[src/design/bru_pkg.sv]
package bru_pkg;

    // Widest address held by the shared structs
    localparam int unsigned VLEN_MAX = 64;

    // Control-flow operations handled by the branch unit
    typedef enum logic [3:0] {
        JAL,
        JALR,
        BEQ,
        BNE,
        BLT,
        BGE,
        BLTU,
        BGEU
    } fu_op_e;

    // Control-flow kind, as predicted and as resolved
    typedef enum logic [2:0] {
        NoCF,
        Branch,
        Jump,
        JumpR,
        Return
    } cf_e;

    // Room left for more causes later
    typedef enum logic [3:0] {
        INSTR_ADDR_MISALIGNED = 4'd0
    } exc_cause_e;

    // Squash FSM states
    typedef enum logic [0:0] {
        RUN,
        SHADOW
    } ctrl_state_e;

    // Issue payload
    typedef struct packed {
        fu_op_e                      operation;
        logic [VLEN_MAX-1:0]         operand_a;
        logic [VLEN_MAX-1:0]         operand_b;
        logic signed [VLEN_MAX-1:0]  imm;
    } fu_data_t;

    // Front-end prediction
    typedef struct packed {
        cf_e                 cf;
        logic [VLEN_MAX-1:0] predict_address;
    } branchpredict_t;

    // Resolution record back to the front end
    typedef struct packed {
        logic                valid;
        logic [VLEN_MAX-1:0] pc;
        logic [VLEN_MAX-1:0] target_address;
        logic                is_taken;
        logic                is_mispredict;
        cf_e                 cf_type;
    } bp_resolve_t;

    typedef struct packed {
        logic                valid;
        exc_cause_e          cause;
        logic [VLEN_MAX-1:0] tval;
    } exception_t;

    // Everything the execute stage needs for one instruction
    typedef struct packed {
        fu_data_t            fu_data;
        logic [VLEN_MAX-1:0] pc;
        logic                is_compressed;
        branchpredict_t      predict;
    } issue_t;

endpackage

[src/design/branch_compare.sv]
`timescale 1ns/1ps

module branch_compare import bru_pkg::*; #(
    parameter int unsigned VLEN = 32
) (
    // Operation and compare operands
    input  fu_data_t fu_data_i,
    // Branch condition, forced high for jumps
    output logic     comp_res_o
);

    logic [VLEN-1:0] op_a;
    logic [VLEN-1:0] op_b;
    logic            is_eq;
    logic            lt_signed;
    logic            lt_unsigned;

    // Only the low VLEN bits take part in the compare
    assign op_a = fu_data_i.operand_a[VLEN-1:0];
    assign op_b = fu_data_i.operand_b[VLEN-1:0];

    assign is_eq       = (op_a == op_b);
    assign lt_signed   = ($signed(op_a) < $signed(op_b));
    assign lt_unsigned = (op_a < op_b);

    always_comb begin
        case (fu_data_i.operation)
            BEQ: begin
                comp_res_o = is_eq;
            end
            BNE: begin
                comp_res_o = !is_eq;
            end
            BLT: begin
                comp_res_o = lt_signed;
            end
            // Greater-or-equal is the complement of less-than
            BGE: begin
                comp_res_o = !lt_signed;
            end
            BLTU: begin
                comp_res_o = lt_unsigned;
            end
            BGEU: begin
                comp_res_o = !lt_unsigned;
            end
            // JAL and JALR always jump
            default: begin
                comp_res_o = 1'b1;
            end
        endcase
    end

endmodule

[src/design/branch_unit.sv]
`timescale 1ns/1ps

module branch_unit import bru_pkg::*; #(
    parameter int unsigned VLEN   = 32,
    parameter bit          RVC_EN = 1'b1
) (
    input  logic            clk_i,
    input  logic            rst_n_i,
    // Execute-stage instruction
    input  logic            valid_i,
    input  issue_t          issue_i,
    // Condition from the comparator
    input  logic            comp_res_i,
    // Resolution back to the front end
    output bp_resolve_t     resolved_o,
    output logic            resolve_branch_o,
    // Return address for rd
    output logic [VLEN-1:0] link_o,
    output exception_t      exception_o,
    // Fetch must be redirected
    output logic            redirect_o
);

    logic            is_branch;
    logic            is_jalr;
    logic            jump_taken;
    logic [VLEN-1:0] pc;
    logic [VLEN-1:0] jump_base;
    logic [VLEN-1:0] target_address;
    logic [VLEN-1:0] next_pc;
    logic [VLEN-1:0] predict_address;

    assign pc              = issue_i.pc[VLEN-1:0];
    assign predict_address = issue_i.predict.predict_address[VLEN-1:0];
    assign is_jalr         = (issue_i.fu_data.operation == JALR);
    assign is_branch       = issue_i.fu_data.operation inside {BEQ, BNE, BLT, BGE, BLTU, BGEU};

    // JALR jumps relative to rs1, everything else relative to the PC
    assign jump_base = is_jalr ? issue_i.fu_data.operand_a[VLEN-1:0] : pc;

    always_comb begin
        target_address = jump_base + issue_i.fu_data.imm[VLEN-1:0];
        // JALR drops the LSB of the sum
        if (is_jalr) begin
            target_address[0] = 1'b0;
        end
    end

    // Fall-through address, also the link value
    assign next_pc = pc + (issue_i.is_compressed ? VLEN'(2) : VLEN'(4));
    assign link_o  = next_pc;

    assign resolve_branch_o = valid_i;

    always_comb begin
        resolved_o         = '0;
        resolved_o.valid   = valid_i;
        resolved_o.pc[VLEN-1:0] = pc;
        // JAL keeps whatever the front end predicted
        resolved_o.cf_type = issue_i.predict.cf;
        if (valid_i) begin
            resolved_o.is_taken = comp_res_i;
            resolved_o.target_address[VLEN-1:0] = comp_res_i ? target_address : next_pc;
            // Conditional branch: direction must match the prediction
            if (is_branch) begin
                resolved_o.cf_type       = Branch;
                resolved_o.is_mispredict = comp_res_i != (issue_i.predict.cf == Branch);
            end
            // JALR: unpredicted or wrong target
            if (is_jalr && (issue_i.predict.cf == NoCF || target_address != predict_address)) begin
                resolved_o.is_mispredict = 1'b1;
                // Returns are tracked by the RAS, not the BTB
                if (issue_i.predict.cf != Return) begin
                    resolved_o.cf_type = JumpR;
                end
            end
        end
    end

    // Jumps always go, branches only when the condition holds
    assign jump_taken = !is_branch || comp_res_i;

    always_comb begin
        exception_o       = '0;
        exception_o.cause = INSTR_ADDR_MISALIGNED;
        exception_o.tval[VLEN-1:0] = pc;
        // Without compressed support targets must be 4-byte aligned
        if (!RVC_EN && valid_i && jump_taken && (target_address[1:0] != 2'b00)) begin
            exception_o.valid = 1'b1;
        end
    end

    assign redirect_o = resolved_o.is_mispredict | exception_o.valid;

    assert property (@(posedge clk_i) disable iff (!rst_n_i)
        $rose(resolve_branch_o) |-> valid_i)
    else $error("branch_unit: resolve without a valid instruction");

endmodule

[src/design/bru_ctrl.sv]
`timescale 1ns/1ps

module bru_ctrl import bru_pkg::*; #(
    parameter int unsigned SHADOW_DEPTH = 1
) (
    input  logic clk_i,
    input  logic rst_n_i,
    // Misprediction or exception in the execute stage
    input  logic redirect_i,
    // Operand register may take the offered slot
    output logic capture_en_o,
    // One-cycle flush toward the front end
    output logic flush_o
);

    localparam int unsigned CNT_W = $clog2(SHADOW_DEPTH + 1);

    ctrl_state_e      state_q;
    ctrl_state_e      state_d;
    // Remaining squashed slots in the shadow
    logic [CNT_W-1:0] cnt_q;
    logic [CNT_W-1:0] cnt_d;

    always_comb begin
        state_d      = state_q;
        cnt_d        = cnt_q;
        capture_en_o = 1'b1;
        flush_o      = 1'b0;
        case (state_q)
            RUN: begin
                if (redirect_i) begin
                    // Slot sampled at this edge is already wrong-path
                    flush_o      = 1'b1;
                    capture_en_o = 1'b0;
                    cnt_d        = CNT_W'(SHADOW_DEPTH);
                    // Zero depth squashes just the same-edge slot
                    state_d      = (SHADOW_DEPTH != 0) ? SHADOW : RUN;
                end
            end
            SHADOW: begin
                capture_en_o = 1'b0;
                cnt_d        = cnt_q - 1'b1;
                // Last squashed edge
                if (cnt_q == CNT_W'(1)) begin
                    state_d = RUN;
                end
            end
            default: begin
                state_d = RUN;
            end
        endcase
    end

    always_ff @(posedge clk_i or negedge rst_n_i) begin
        if (!rst_n_i) begin
            state_q <= RUN;
            cnt_q   <= '0;
        end else begin
            state_q <= state_d;
            cnt_q   <= cnt_d;
        end
    end

    // Nothing valid reaches the unit while squashing
    assert property (@(posedge clk_i) disable iff (!rst_n_i)
        (state_q == SHADOW) |-> !redirect_i)
    else $error("bru_ctrl: redirect while squashing");

endmodule

[src/design/bru_top.sv]
`timescale 1ns/1ps

module bru_top import bru_pkg::*; #(
    parameter int unsigned VLEN         = 32,
    parameter bit          RVC_EN       = 1'b1,
    parameter int unsigned SHADOW_DEPTH = 1
) (
    input  logic            clk_i,
    input  logic            rst_n_i,
    // Issue port, one instruction per cycle
    input  logic            issue_valid_i,
    input  issue_t          issue_i,
    // Resolution toward the front end
    output bp_resolve_t     resolved_o,
    output logic            resolve_branch_o,
    output logic [VLEN-1:0] link_o,
    output exception_t      exception_o,
    output logic            flush_o
);

    logic   capture_en;
    logic   ex_valid;
    issue_t ex_issue;
    logic   comp_res;
    logic   redirect;

    // Execute-stage register
    operand_stage stage_i (
        .clk_i         (clk_i),
        .rst_n_i       (rst_n_i),
        .issue_valid_i (issue_valid_i),
        .issue_i       (issue_i),
        .capture_en_i  (capture_en),
        .ex_valid_o    (ex_valid),
        .ex_issue_o    (ex_issue)
    );

    branch_compare #(
        .VLEN (VLEN)
    ) compare_i (
        .fu_data_i  (ex_issue.fu_data),
        .comp_res_o (comp_res)
    );

    branch_unit #(
        .VLEN   (VLEN),
        .RVC_EN (RVC_EN)
    ) unit_i (
        .clk_i            (clk_i),
        .rst_n_i          (rst_n_i),
        .valid_i          (ex_valid),
        .issue_i          (ex_issue),
        .comp_res_i       (comp_res),
        .resolved_o       (resolved_o),
        .resolve_branch_o (resolve_branch_o),
        .link_o           (link_o),
        .exception_o      (exception_o),
        .redirect_o       (redirect)
    );

    // Squash window after each redirect
    bru_ctrl #(
        .SHADOW_DEPTH (SHADOW_DEPTH)
    ) ctrl_i (
        .clk_i        (clk_i),
        .rst_n_i      (rst_n_i),
        .redirect_i   (redirect),
        .capture_en_o (capture_en),
        .flush_o      (flush_o)
    );

endmodule

[src/design/operand_stage.sv]
`timescale 1ns/1ps

module operand_stage import bru_pkg::*; (
    input  logic   clk_i,
    input  logic   rst_n_i,
    // Issue slot from the front end, no back-pressure
    input  logic   issue_valid_i,
    input  issue_t issue_i,
    // Low while the control FSM squashes wrong-path slots
    input  logic   capture_en_i,
    // Registered instruction for the execute stage
    output logic   ex_valid_o,
    output issue_t ex_issue_o
);

    logic   accept;
    logic   ex_valid_q;
    issue_t ex_issue_q;

    // Slot is kept only when offered and not squashed
    assign accept = issue_valid_i & capture_en_i;

    // Valid bit is control state
    always_ff @(posedge clk_i or negedge rst_n_i) begin
        if (!rst_n_i) begin
            ex_valid_q <= 1'b0;
        end else begin
            // Squashed slot loads a cleared valid bit
            ex_valid_q <= accept;
        end
    end

    // Payload only moves for accepted slots
    always_ff @(posedge clk_i) begin
        if (accept) begin
            ex_issue_q <= issue_i;
        end
    end

    assign ex_valid_o = ex_valid_q;
    assign ex_issue_o = ex_issue_q;

    // A slot sampled while squashing must never reach the execute stage
    assert property (@(posedge clk_i) disable iff (!rst_n_i)
        !capture_en_i |=> !ex_valid_o)
    else $error("operand_stage: valid instruction after squashed slot");

endmodule

[config.mk]
export PLATFORM = sky130hd
export DESIGN_NAME = bru_top
export DESIGN_NICKNAME = d
export VERILOG_FILES = /design/src/design/bru_pkg.sv /design/src/design/branch_compare.sv /design/src/design/branch_unit.sv /design/src/design/bru_ctrl.sv /design/src/design/bru_top.sv /design/src/design/operand_stage.sv
export SDC_FILE = /design/constraint.sdc
export NUM_CORES = 1
export LEC_CHECK = 0
export ABC_AREA = 1
export BUFFER_PORTS_ARGS = -buffer_cell sky130_fd_sc_hd__buf_2
export CAP_MARGIN = 25
export CORE_AREA = 2 2 224 226
export DETAILED_ROUTE_END_ITERATION = 8
export DIE_AREA = 0 0 226 228
export MAX_ROUTING_LAYER = met4
export PLACE_DENSITY_LB_ADDON = 0.3
export SYNTH_ARGS = -nofsm -noshare
export SYNTH_HDL_FRONTEND = slang
export SYNTH_SLANG_ARGS = --single-unit
[constraint.sdc]
create_clock -name clk_i -period 8.7 [get_ports clk_i]
set_input_delay 0.87 -clock clk_i [delete_from_list [all_inputs] [get_ports clk_i]]
set_output_delay 0.87 -clock clk_i [all_outputs]
set_load 0.02 [all_outputs]
==> results by group, run 1 <==
Status
  – Outcome: completed

Finish
  – Commonest non-fill, non-tap cell in the layout: nand2_1
  – Filler cell count: around 5300
  – Ratio of cells with drive above 1 in the final layout: between 20 and 25%
  – Layout Nets: 2230
  – Most frequent cells in the layout: nand2_1 (440), buf_2 (306), inv_1 (266)
  – Design Area, Final: 14600 µm²
  – Area growth syn-to-layout: 16.1%
  – Final core occ: 29.5%
  – Final cell count without fillers: about 2500

Global routing
  – Overall Global Routing Usage: around 18%
  – Largest net degree at the start of global routing: slightly below 100
  – First-pass GRT wire length: between 60000 and 70000 µm
  – Initial antenna violation count: 10
  – Vias in the first global route: approximately 10000
  – Gr ovfl total: 0

Clock network
  – H-tree levels: 4
  – Clk buf depth: 2
  – CTS tree: built
  – Clock slew at reported path FFs: 0.07 ns
  – Worst skew pair latency: 0.49 ns
  – Root Driver: clkbuf_16
  – Cts hold-fix bufs: 0
  – # Post-CTS Setup Buffers: 0
  – TritonCTS Buffers: 17
  – Clk sinks: 171
  – PostCTS Resize Cnt: 0

STA
  – Final setup fails: 0
  – Clock skew: about 0.0077 ns
  – Final Hold Violating Endpoints: 0
  – Min cycle time layout: 6.30 ns
  – Max Slew Vio Count: 0
  – RSZ-0062 raised after global routing: false
  – Max transition margin: about a third
  – Final setup TNS: 0 ns
  – Fin crit share: around 72%
  – Slew @ Worst Pin: roughly 1.0 ns
  – Fmax: 0.159 GHz

Die
  – Core footprint: between 40000 and 50000 µm²
  – # IOs: between 500 and 600
  – Die Width: approximately 230 µm
  – Starting Density: 25.4%
  – Die area: around 52000 µm²
  – Row count: just over 80
  – Die height: ~230 µm

Routing
  – Routed len/inst: approximately 17 µm
  – Detailed-router iteration count before antenna repair: 5
  – Post-route DRC: 0
  – Via count: roughly 10000
  – Routed WL: approximately 43000 µm
  – Final ANT Viol Nets: 0
  – Iter 0 DRT Violations: 566
  – Routed vias/inst: ~4.2

Synth
  – Mapped Area: around 13000 µm²
  – Synth cell types: between 40 and 50
  – Synth top area cells: edfxtp_1 (40%), nand2_1 (13%), buf_4 (10%)
  – Syn avg cell area: a little under 8 µm²
  – Syn. warnings: 0
  – Area leader, netlist: edfxtp_1
  – Register area share after synthesis: between 40% and 50%
  – Synth top area share: approximately 40%
  – Mapped Cells: 1579
  – Yosys reg bits: between 150 and 200

Power
  – Power density over the cells: 259 nW/µm²
  – Sw Pwr: ~1700 µW
  – Leak Pwr: 0.00746 µW
  – Peak supply drop: 0.000193 V
  – Clock group share of total power: about a fifth
  – P_int: ~2000 µW
  – Reg power frac: roughly a third
  – Switch share: a little under half
  – Combinational Power Share: around half

Critical path
  – CP dominant cell by count: nand2_1
  – Delay-heaviest family, CP: simple AND/OR/NAND/NOR gates
  – Setup Crit Path Kind: reg2out
  – Slowest CP cell: inv_1
  – Startpoint Class: register
  – Worst setup EP type: primary output
  – Crit path buffers/inverters: 7
  – Critical Path RT: just under 8 ns
  – Cells on worst reg2reg path: 28
  – Critical Path Fanout Max: 28
  – Total stage count of the critical path: 27
  – Arr. time, crit path: 5.43 ns
  – Crit-path max cell delay: around 0.48 ns

Placement
  – Dpl hpwl: around 36000 µm
  – Final Wtd Congestion: 0.886
  – Post-DP Area: 14000 µm²
  – IO buf count: a little over 300
  – Inst Count DP: 2478

Flow run
  – Max cap viols: 0

Worst hold path
  – Hold Path Class: in2async
## power groups by stage
| stage | Combinational [µW] | Sequential, µW | Clock [µW] |
|---|---|---|---|
| after global placement | 1810 | 1230 | 0 |
| after global routing | 2040 | 1230 | 807 |
| after floorplan | 1320 | 1210 | 0 |
| after detailed placement | 1820 | 1230 | 0 |
| after CTS | 1830 | 1210 | 779 |
| final | 1810 | 1210 | 746 |
## worst reg2reg max path: cells and delay by family (launching register included)
family	cells	cell delay [ns]
buffers and inverters	7	1.66
DFF	1	0.44
and+or+nand+nor	18	2.33
AOI/OAI and AO/OA	2	0.55
adders and majority gates	1	0.38
## layer usage
| metal | up-vias | track usage [%] | wire, µm |
|---|---|---|---|
| met3 | 34 | 3.83 | 2520 |
| li1 | 5282 | - | - |
| met1 | 4797 | 24.0 | 21300 |
| met4 | 0 | 5.28 | 679 |
| met5 | - | - | 0 |
| met2 | 357 | 25.7 | 18900 |
## cells by family after synthesis
| logic type | Yosys count | synth area share (%) |
|---|---|---|
| adders and majority gates | 74 | 7.49 |
| DFF | 171 | 40.8 |
| buffers and inverters | 460 | 19.1 |
| AOI/OAI and AO/OA | 108 | 4.78 |
| xor gates and xnor gates | 35 | 2.55 |
| other | 1 | 0.0299 |
| and+or+nand+nor | 730 | 25.3 |
## state kept, by name, indices dropped and copies added (netlist names)
signal              flops
ctrl_i.state_q          1
ctrl_i.cnt_q            1
stage_i.ex_valid_o      1
stage_i.ex_issue_o    168
## final timing paths
kind	slack, ns	end	startpoint
min in group clk_i	0.50	ctrl_i.cnt_q$_DFFE_PN0P_	ctrl_i.cnt_q$_DFFE_PN0P_
max in group asynchronous	8.42	stage_i.ex_valid_o$_DFF_PN0_	rst_n_i
hold / removal	0.17	ctrl_i.state_q$_DFF_PN0_	rst_n_i
setup / recovery	2.40	flush_o	stage_i.ex_issue_o[326]$_DFFE_PP_
hold reg to reg	0.50	ctrl_i.cnt_q$_DFFE_PN0P_	ctrl_i.cnt_q$_DFFE_PN0P_
setup reg to reg	2.80	stage_i.ex_issue_o[283]$_DFFE_PP_	stage_i.ex_issue_o[326]$_DFFE_PP_
## cell usage after synthesis, drive strengths merged
library cell  instances
nand2               454
inv                 273
buf                 176
edfxtp              168
nand3               115
nor2                113
ha                   72
o21ai                44
a21oi                43
xor2                 27
nand4                21
nor3                 14
a31oi                10
clkbuf                9
xnor2                 7
a311oi                5
nor4                  5
nand3b                4
a211oi                3
and2                  3
dfrtp                 3
clkinv                2
fa                    2
conb                  1
o211ai                1
o21a                  1
o21bai                1
or2                   1
xnor3                 1
## stage by stage
step                setup slack, ns  total power [µW]  hold WS, ns
floorplan                     0.623              2530        0.458
finish                         2.40              3770        0.169
global route                   1.86              4070        0.138
CTS                            2.27              3820        0.119
detailed placement             2.75              3050        0.482
global placement               2.80              3040        0.472
## cell type report
cell class	count	area [µm²]	share of cell area, %
Multi-Input combinational cell	1048	5420	37.2
Sequential cell	171	5120	35.1
Timing Repair Buffer	312	1600	11.0
Inverter	275	1030	7.08
Tap cell	672	841	5.77
Clock buffer	19	433	2.97
Clock inverter	12	118	0.807
Antenna cell	7	17.5	0.120
No activity file was read; power rests on OpenSTA's default activity.
==> run 2: changes to the inputs <==
--- a/config.mk
+++ b/config.mk
@@ -8,9 +8,9 @@
 export ABC_AREA = 1
 export BUFFER_PORTS_ARGS = -buffer_cell sky130_fd_sc_hd__buf_2
 export CAP_MARGIN = 25
-export CORE_AREA = 2 2 224 226
+export CORE_AREA = 2 2 219 221
 export DETAILED_ROUTE_END_ITERATION = 8
-export DIE_AREA = 0 0 226 228
+export DIE_AREA = 0 0 221 223
 export MAX_ROUTING_LAYER = met4
 export PLACE_DENSITY_LB_ADDON = 0.3
 export SYNTH_ARGS = -nofsm -noshare
==> constraint.sdc (replaced) <==
create_clock -name clk_i -period 6.4 [get_ports clk_i]
set_input_delay 0.64 -clock clk_i [delete_from_list [all_inputs] [get_ports clk_i]]
set_output_delay 0.64 -clock clk_i [all_outputs]
set_load 0.02 [all_outputs]
==> run 2 against run 1 <==
  * Count of clock-buffer cells in the layout down 2
  * Combinational power up 39%
  * Critical path depth down 2
  * Critical endpoint is now resolved_o[2]
  * Largest power group unchanged
==> results by group, run 2 (synthesized netlist as in run 1, its figures left out) <==
Placement
  – Post-DP Area: 14100 µm² (+0.33%)
  – Inst Count DP: 2435 (-1.7%)
  – Final Wtd Congestion: 0.885 (-0.15%)
  – Dpl hpwl: 37000 µm (+1.6%)
  – Worst slack, placed: 0.886 ns (-1.86 ns)
  – IO buf count: 306 (unchanged)

Routing
  – Iter 0 DRT Violations: 738 (+30%)
  – DR WL met3: 2440 µm (-2.9%)
  – DR top layer: met4
  – Routed vias/inst: 4.26 (+2.4%)
  – Via count: 10600 (+0.81%)
  – Routed len/inst: 17.6 µm (+1.8%)
  – Detailed-router iteration count before antenna repair: 5 (unchanged)
  – M1 WL: 21300 µm (unchanged)
  – Routed WL: 43500 µm (+0.15%)
  – Final ANT Viol Nets: 0 (unchanged)
  – DR WL met2: 19200 µm (+1.6%)
  – Post-route DRC: 0 (unchanged)

Critical path
  – Startpoint Class: register
  – Crit-path max cell delay: 0.43 ns (-0.05 ns)
  – Delay-heaviest family, CP: simple AND/OR/NAND/NOR gates
  – Critical Path RT: 5.76 ns (-2.07 ns)
  – Worst setup EP type: primary output
  – Setup Crit Path Kind: reg2out
  – Critical Path Fanout Max: 38 (+36%)
  – Slowest CP cell: edfxtp_1
  – Arr. time, crit path: 4.91 ns (-0.52 ns)
  – Cells on worst reg2reg path: 27 (-3.6%)
  – Crit path buffers/inverters: 6 (-1)
  – Critical Path Source: stage_i.ex_issue_o[327]$_DFFE_PP_
  – CP dominant cell by count: nand2_1
  – Total stage count of the critical path: 25 (-7.4%)
  – Worst reg2reg path startpoint: stage_i.ex_issue_o[327]$_DFFE_PP_

STA
  – Final Hold Violating Endpoints: 0 (unchanged)
  – RSZ-0062 raised after global routing: false
  – Fin crit share: 86.7%
  – Clock skew: 0.0113 ns (+0.00363 ns)
  – Max transition margin: 49.7% (+17 points)
  – Final setup fails: 0 (unchanged)
  – Slew @ Worst Pin: 0.753 ns (-0.244 ns)
  – Final setup TNS: 0 ns (unchanged)
  – Fmax: approximately 0.18 GHz
  – Worst Slack Setup Final: 0.851 ns (-1.55 ns)
  – Max Slew Vio Count: 0 (unchanged)
  – Min cycle time layout: about 5.5 ns

Power
  – Peak supply drop: 0.000267 V (+38%)
  – Reg power frac: 31.3% (-0.8 points)
  – Power density over the cells: 356 nW/µm² (+38%)
  – Total Power: 5240 µW (+39%)
  – Switch share: 45.8% (-0.39 points)
  – Combinational Power Share: 48.0% (about the same)
  – Clock group share of total power: 20.7% (+0.9 points)
  – Sw Pwr: 2400 µW (+38%)
  – P_int: 2840 µW (+40%)
  – Leak Pwr: 0.00758 µW (+1.6%)

Finish
  – Most frequent cells in the layout: nand2_1 (440), buf_2 (306), inv_1 (266)
  – Filler cell count: 5015 (-5.5%)
  – Commonest non-fill, non-tap cell in the layout: nand2_1
  – Ratio of cells with drive above 1 in the final layout: 22.3% (+0.79 points)
  – Area growth syn-to-layout: 17.1%
  – Design Area, Final: 14700 µm² (+0.82%)
  – Layout Nets: 2245 (+0.67%)
  – Largest register FFs: 168 (unchanged)
  – Final cell count without fillers: 2476 (-1.6%)

Worst hold path
  – Hold path depth: 1
  – Hold path startpoint: issue_i[77]
  – Hold Path Class: in2reg

Die
  – Core footprint: 47100 µm² (-4.5%)
  – Die area: 49300 µm² (-4.4%)
  – # IOs: 568 (unchanged)
  – Die height: 223 µm (-2.2%)
  – Die Width: 221 µm (-2.2%)
  – Row count: 80 (-2.4%)
  – Starting Density: 26.6% (+1.2 points)

Clock network
  – Cts hold-fix bufs: 1 (+1)
  – Root Driver: clkbuf_16
  – CTS tree: built
  – TritonCTS Buffers: 17 (unchanged)
  – Clk sinks: 171 (unchanged)
  – H-tree levels: 4 (unchanged)
  – Worst skew pair latency: 0.46 ns (-0.03 ns)
  – PostCTS Resize Cnt: 0 (unchanged)
  – Clock slew at reported path FFs: 0.07 ns (about the same)
  – Clk buf depth: 2 (unchanged)
  – # Post-CTS Setup Buffers: 0 (unchanged)

Global routing
  – Initial antenna violation count: 8 (-2)
  – First-pass GRT wire length: 62800 µm (+0.61%)
  – Vias in the first global route: 10200 (+1.8%)
  – Largest net degree at the start of global routing: 39 (-60%)
  – Overall Global Routing Usage: 18.0% (+0.52 points)
  – Gr ovfl total: 0 (unchanged)

Status
  – Outcome: completed

Flow run
  – Max cap viols: 0 (unchanged)
[run 2: final timing paths]
kind | slack, ns | to
worst max-delay path | 0.85 | resolved_o[2]
worst min-delay path | 0.35 | stage_i.ex_issue_o[77]$_DFFE_PP_
worst max register to register | 0.94 | stage_i.ex_issue_o[79]$_DFFE_PP_
worst min register to register | 0.50 | ctrl_i.cnt_q$_DFFE_PN0P_
max in group asynchronous | 5.65 | stage_i.ex_valid_o$_DFF_PN0_
min in group asynchronous | 0.64 | ctrl_i.cnt_q$_DFFE_PN0P_
[run 2: final cells by class]
cell class,count,area [µm²],area share (%)
flip-flops and latches,171,5120,34.8
diodes,8,20.0,0.136
multi-input cells,1048,5420,36.9
clock inverters,15,186,1.27
well taps,615,769,5.23
clock buffers,17,425,2.89
repair buffers,327,1730,11.8
inverters,275,1030,7.02
[run 2: worst register-to-register path, cell delays in order (launching register included)]
cell and delay (ns):
edfxtp_1 0.43, nor2_1 0.17, nand3_1 0.13, inv_1 0.10, buf_4 0.34, o21ai_0 0.28
ha_1 0.41, nand2_1 0.14, inv_1 0.05, nand2_1 0.06, nand2_1 0.10, inv_1 0.09
nand3_1 0.16, nand2_1 0.12, and2_1 0.26, nor2_1 0.07, nor2_1 0.27, nand2_1 0.09
inv_1 0.06, nand2_1 0.04, nor2_1 0.14, nand3_1 0.28, nand2_1 0.19, nand2_2 0.13
nand2_2 0.09, inv_2 0.05, nor2_4 0.57, buf_4 0.35
[run 2: per-stage QoR]
stage / hold slack [ns] / util [%]
floorplan: 0.344 / -
finish: 0.345 / 31.2
CTS: 0.321 / 31.1
global placement: 0.441 / 29.8
detailed placement: 0.446 / 29.8
global route: 0.325 / 31.2
[run 2: power groups by stage]
stage	Clock [µW]	Sequential, µW	Combinational, µW
2_1_floorplan	0	1620	1800
3_3_place_gp	0	1660	2510
3_5_place_dp	0	1670	2520
4_1_cts	1110	1640	2530
5_1_grt	1150	1660	2820
6_report	1080	1640	2520
[run 2: layer usage]
layer,vias to the layer above,GRT usage (%)
li1,5300,-
met1,4816,24.8
met2,404,27.6
met3,35,3.04
met4,0,4.48
met5,-,-
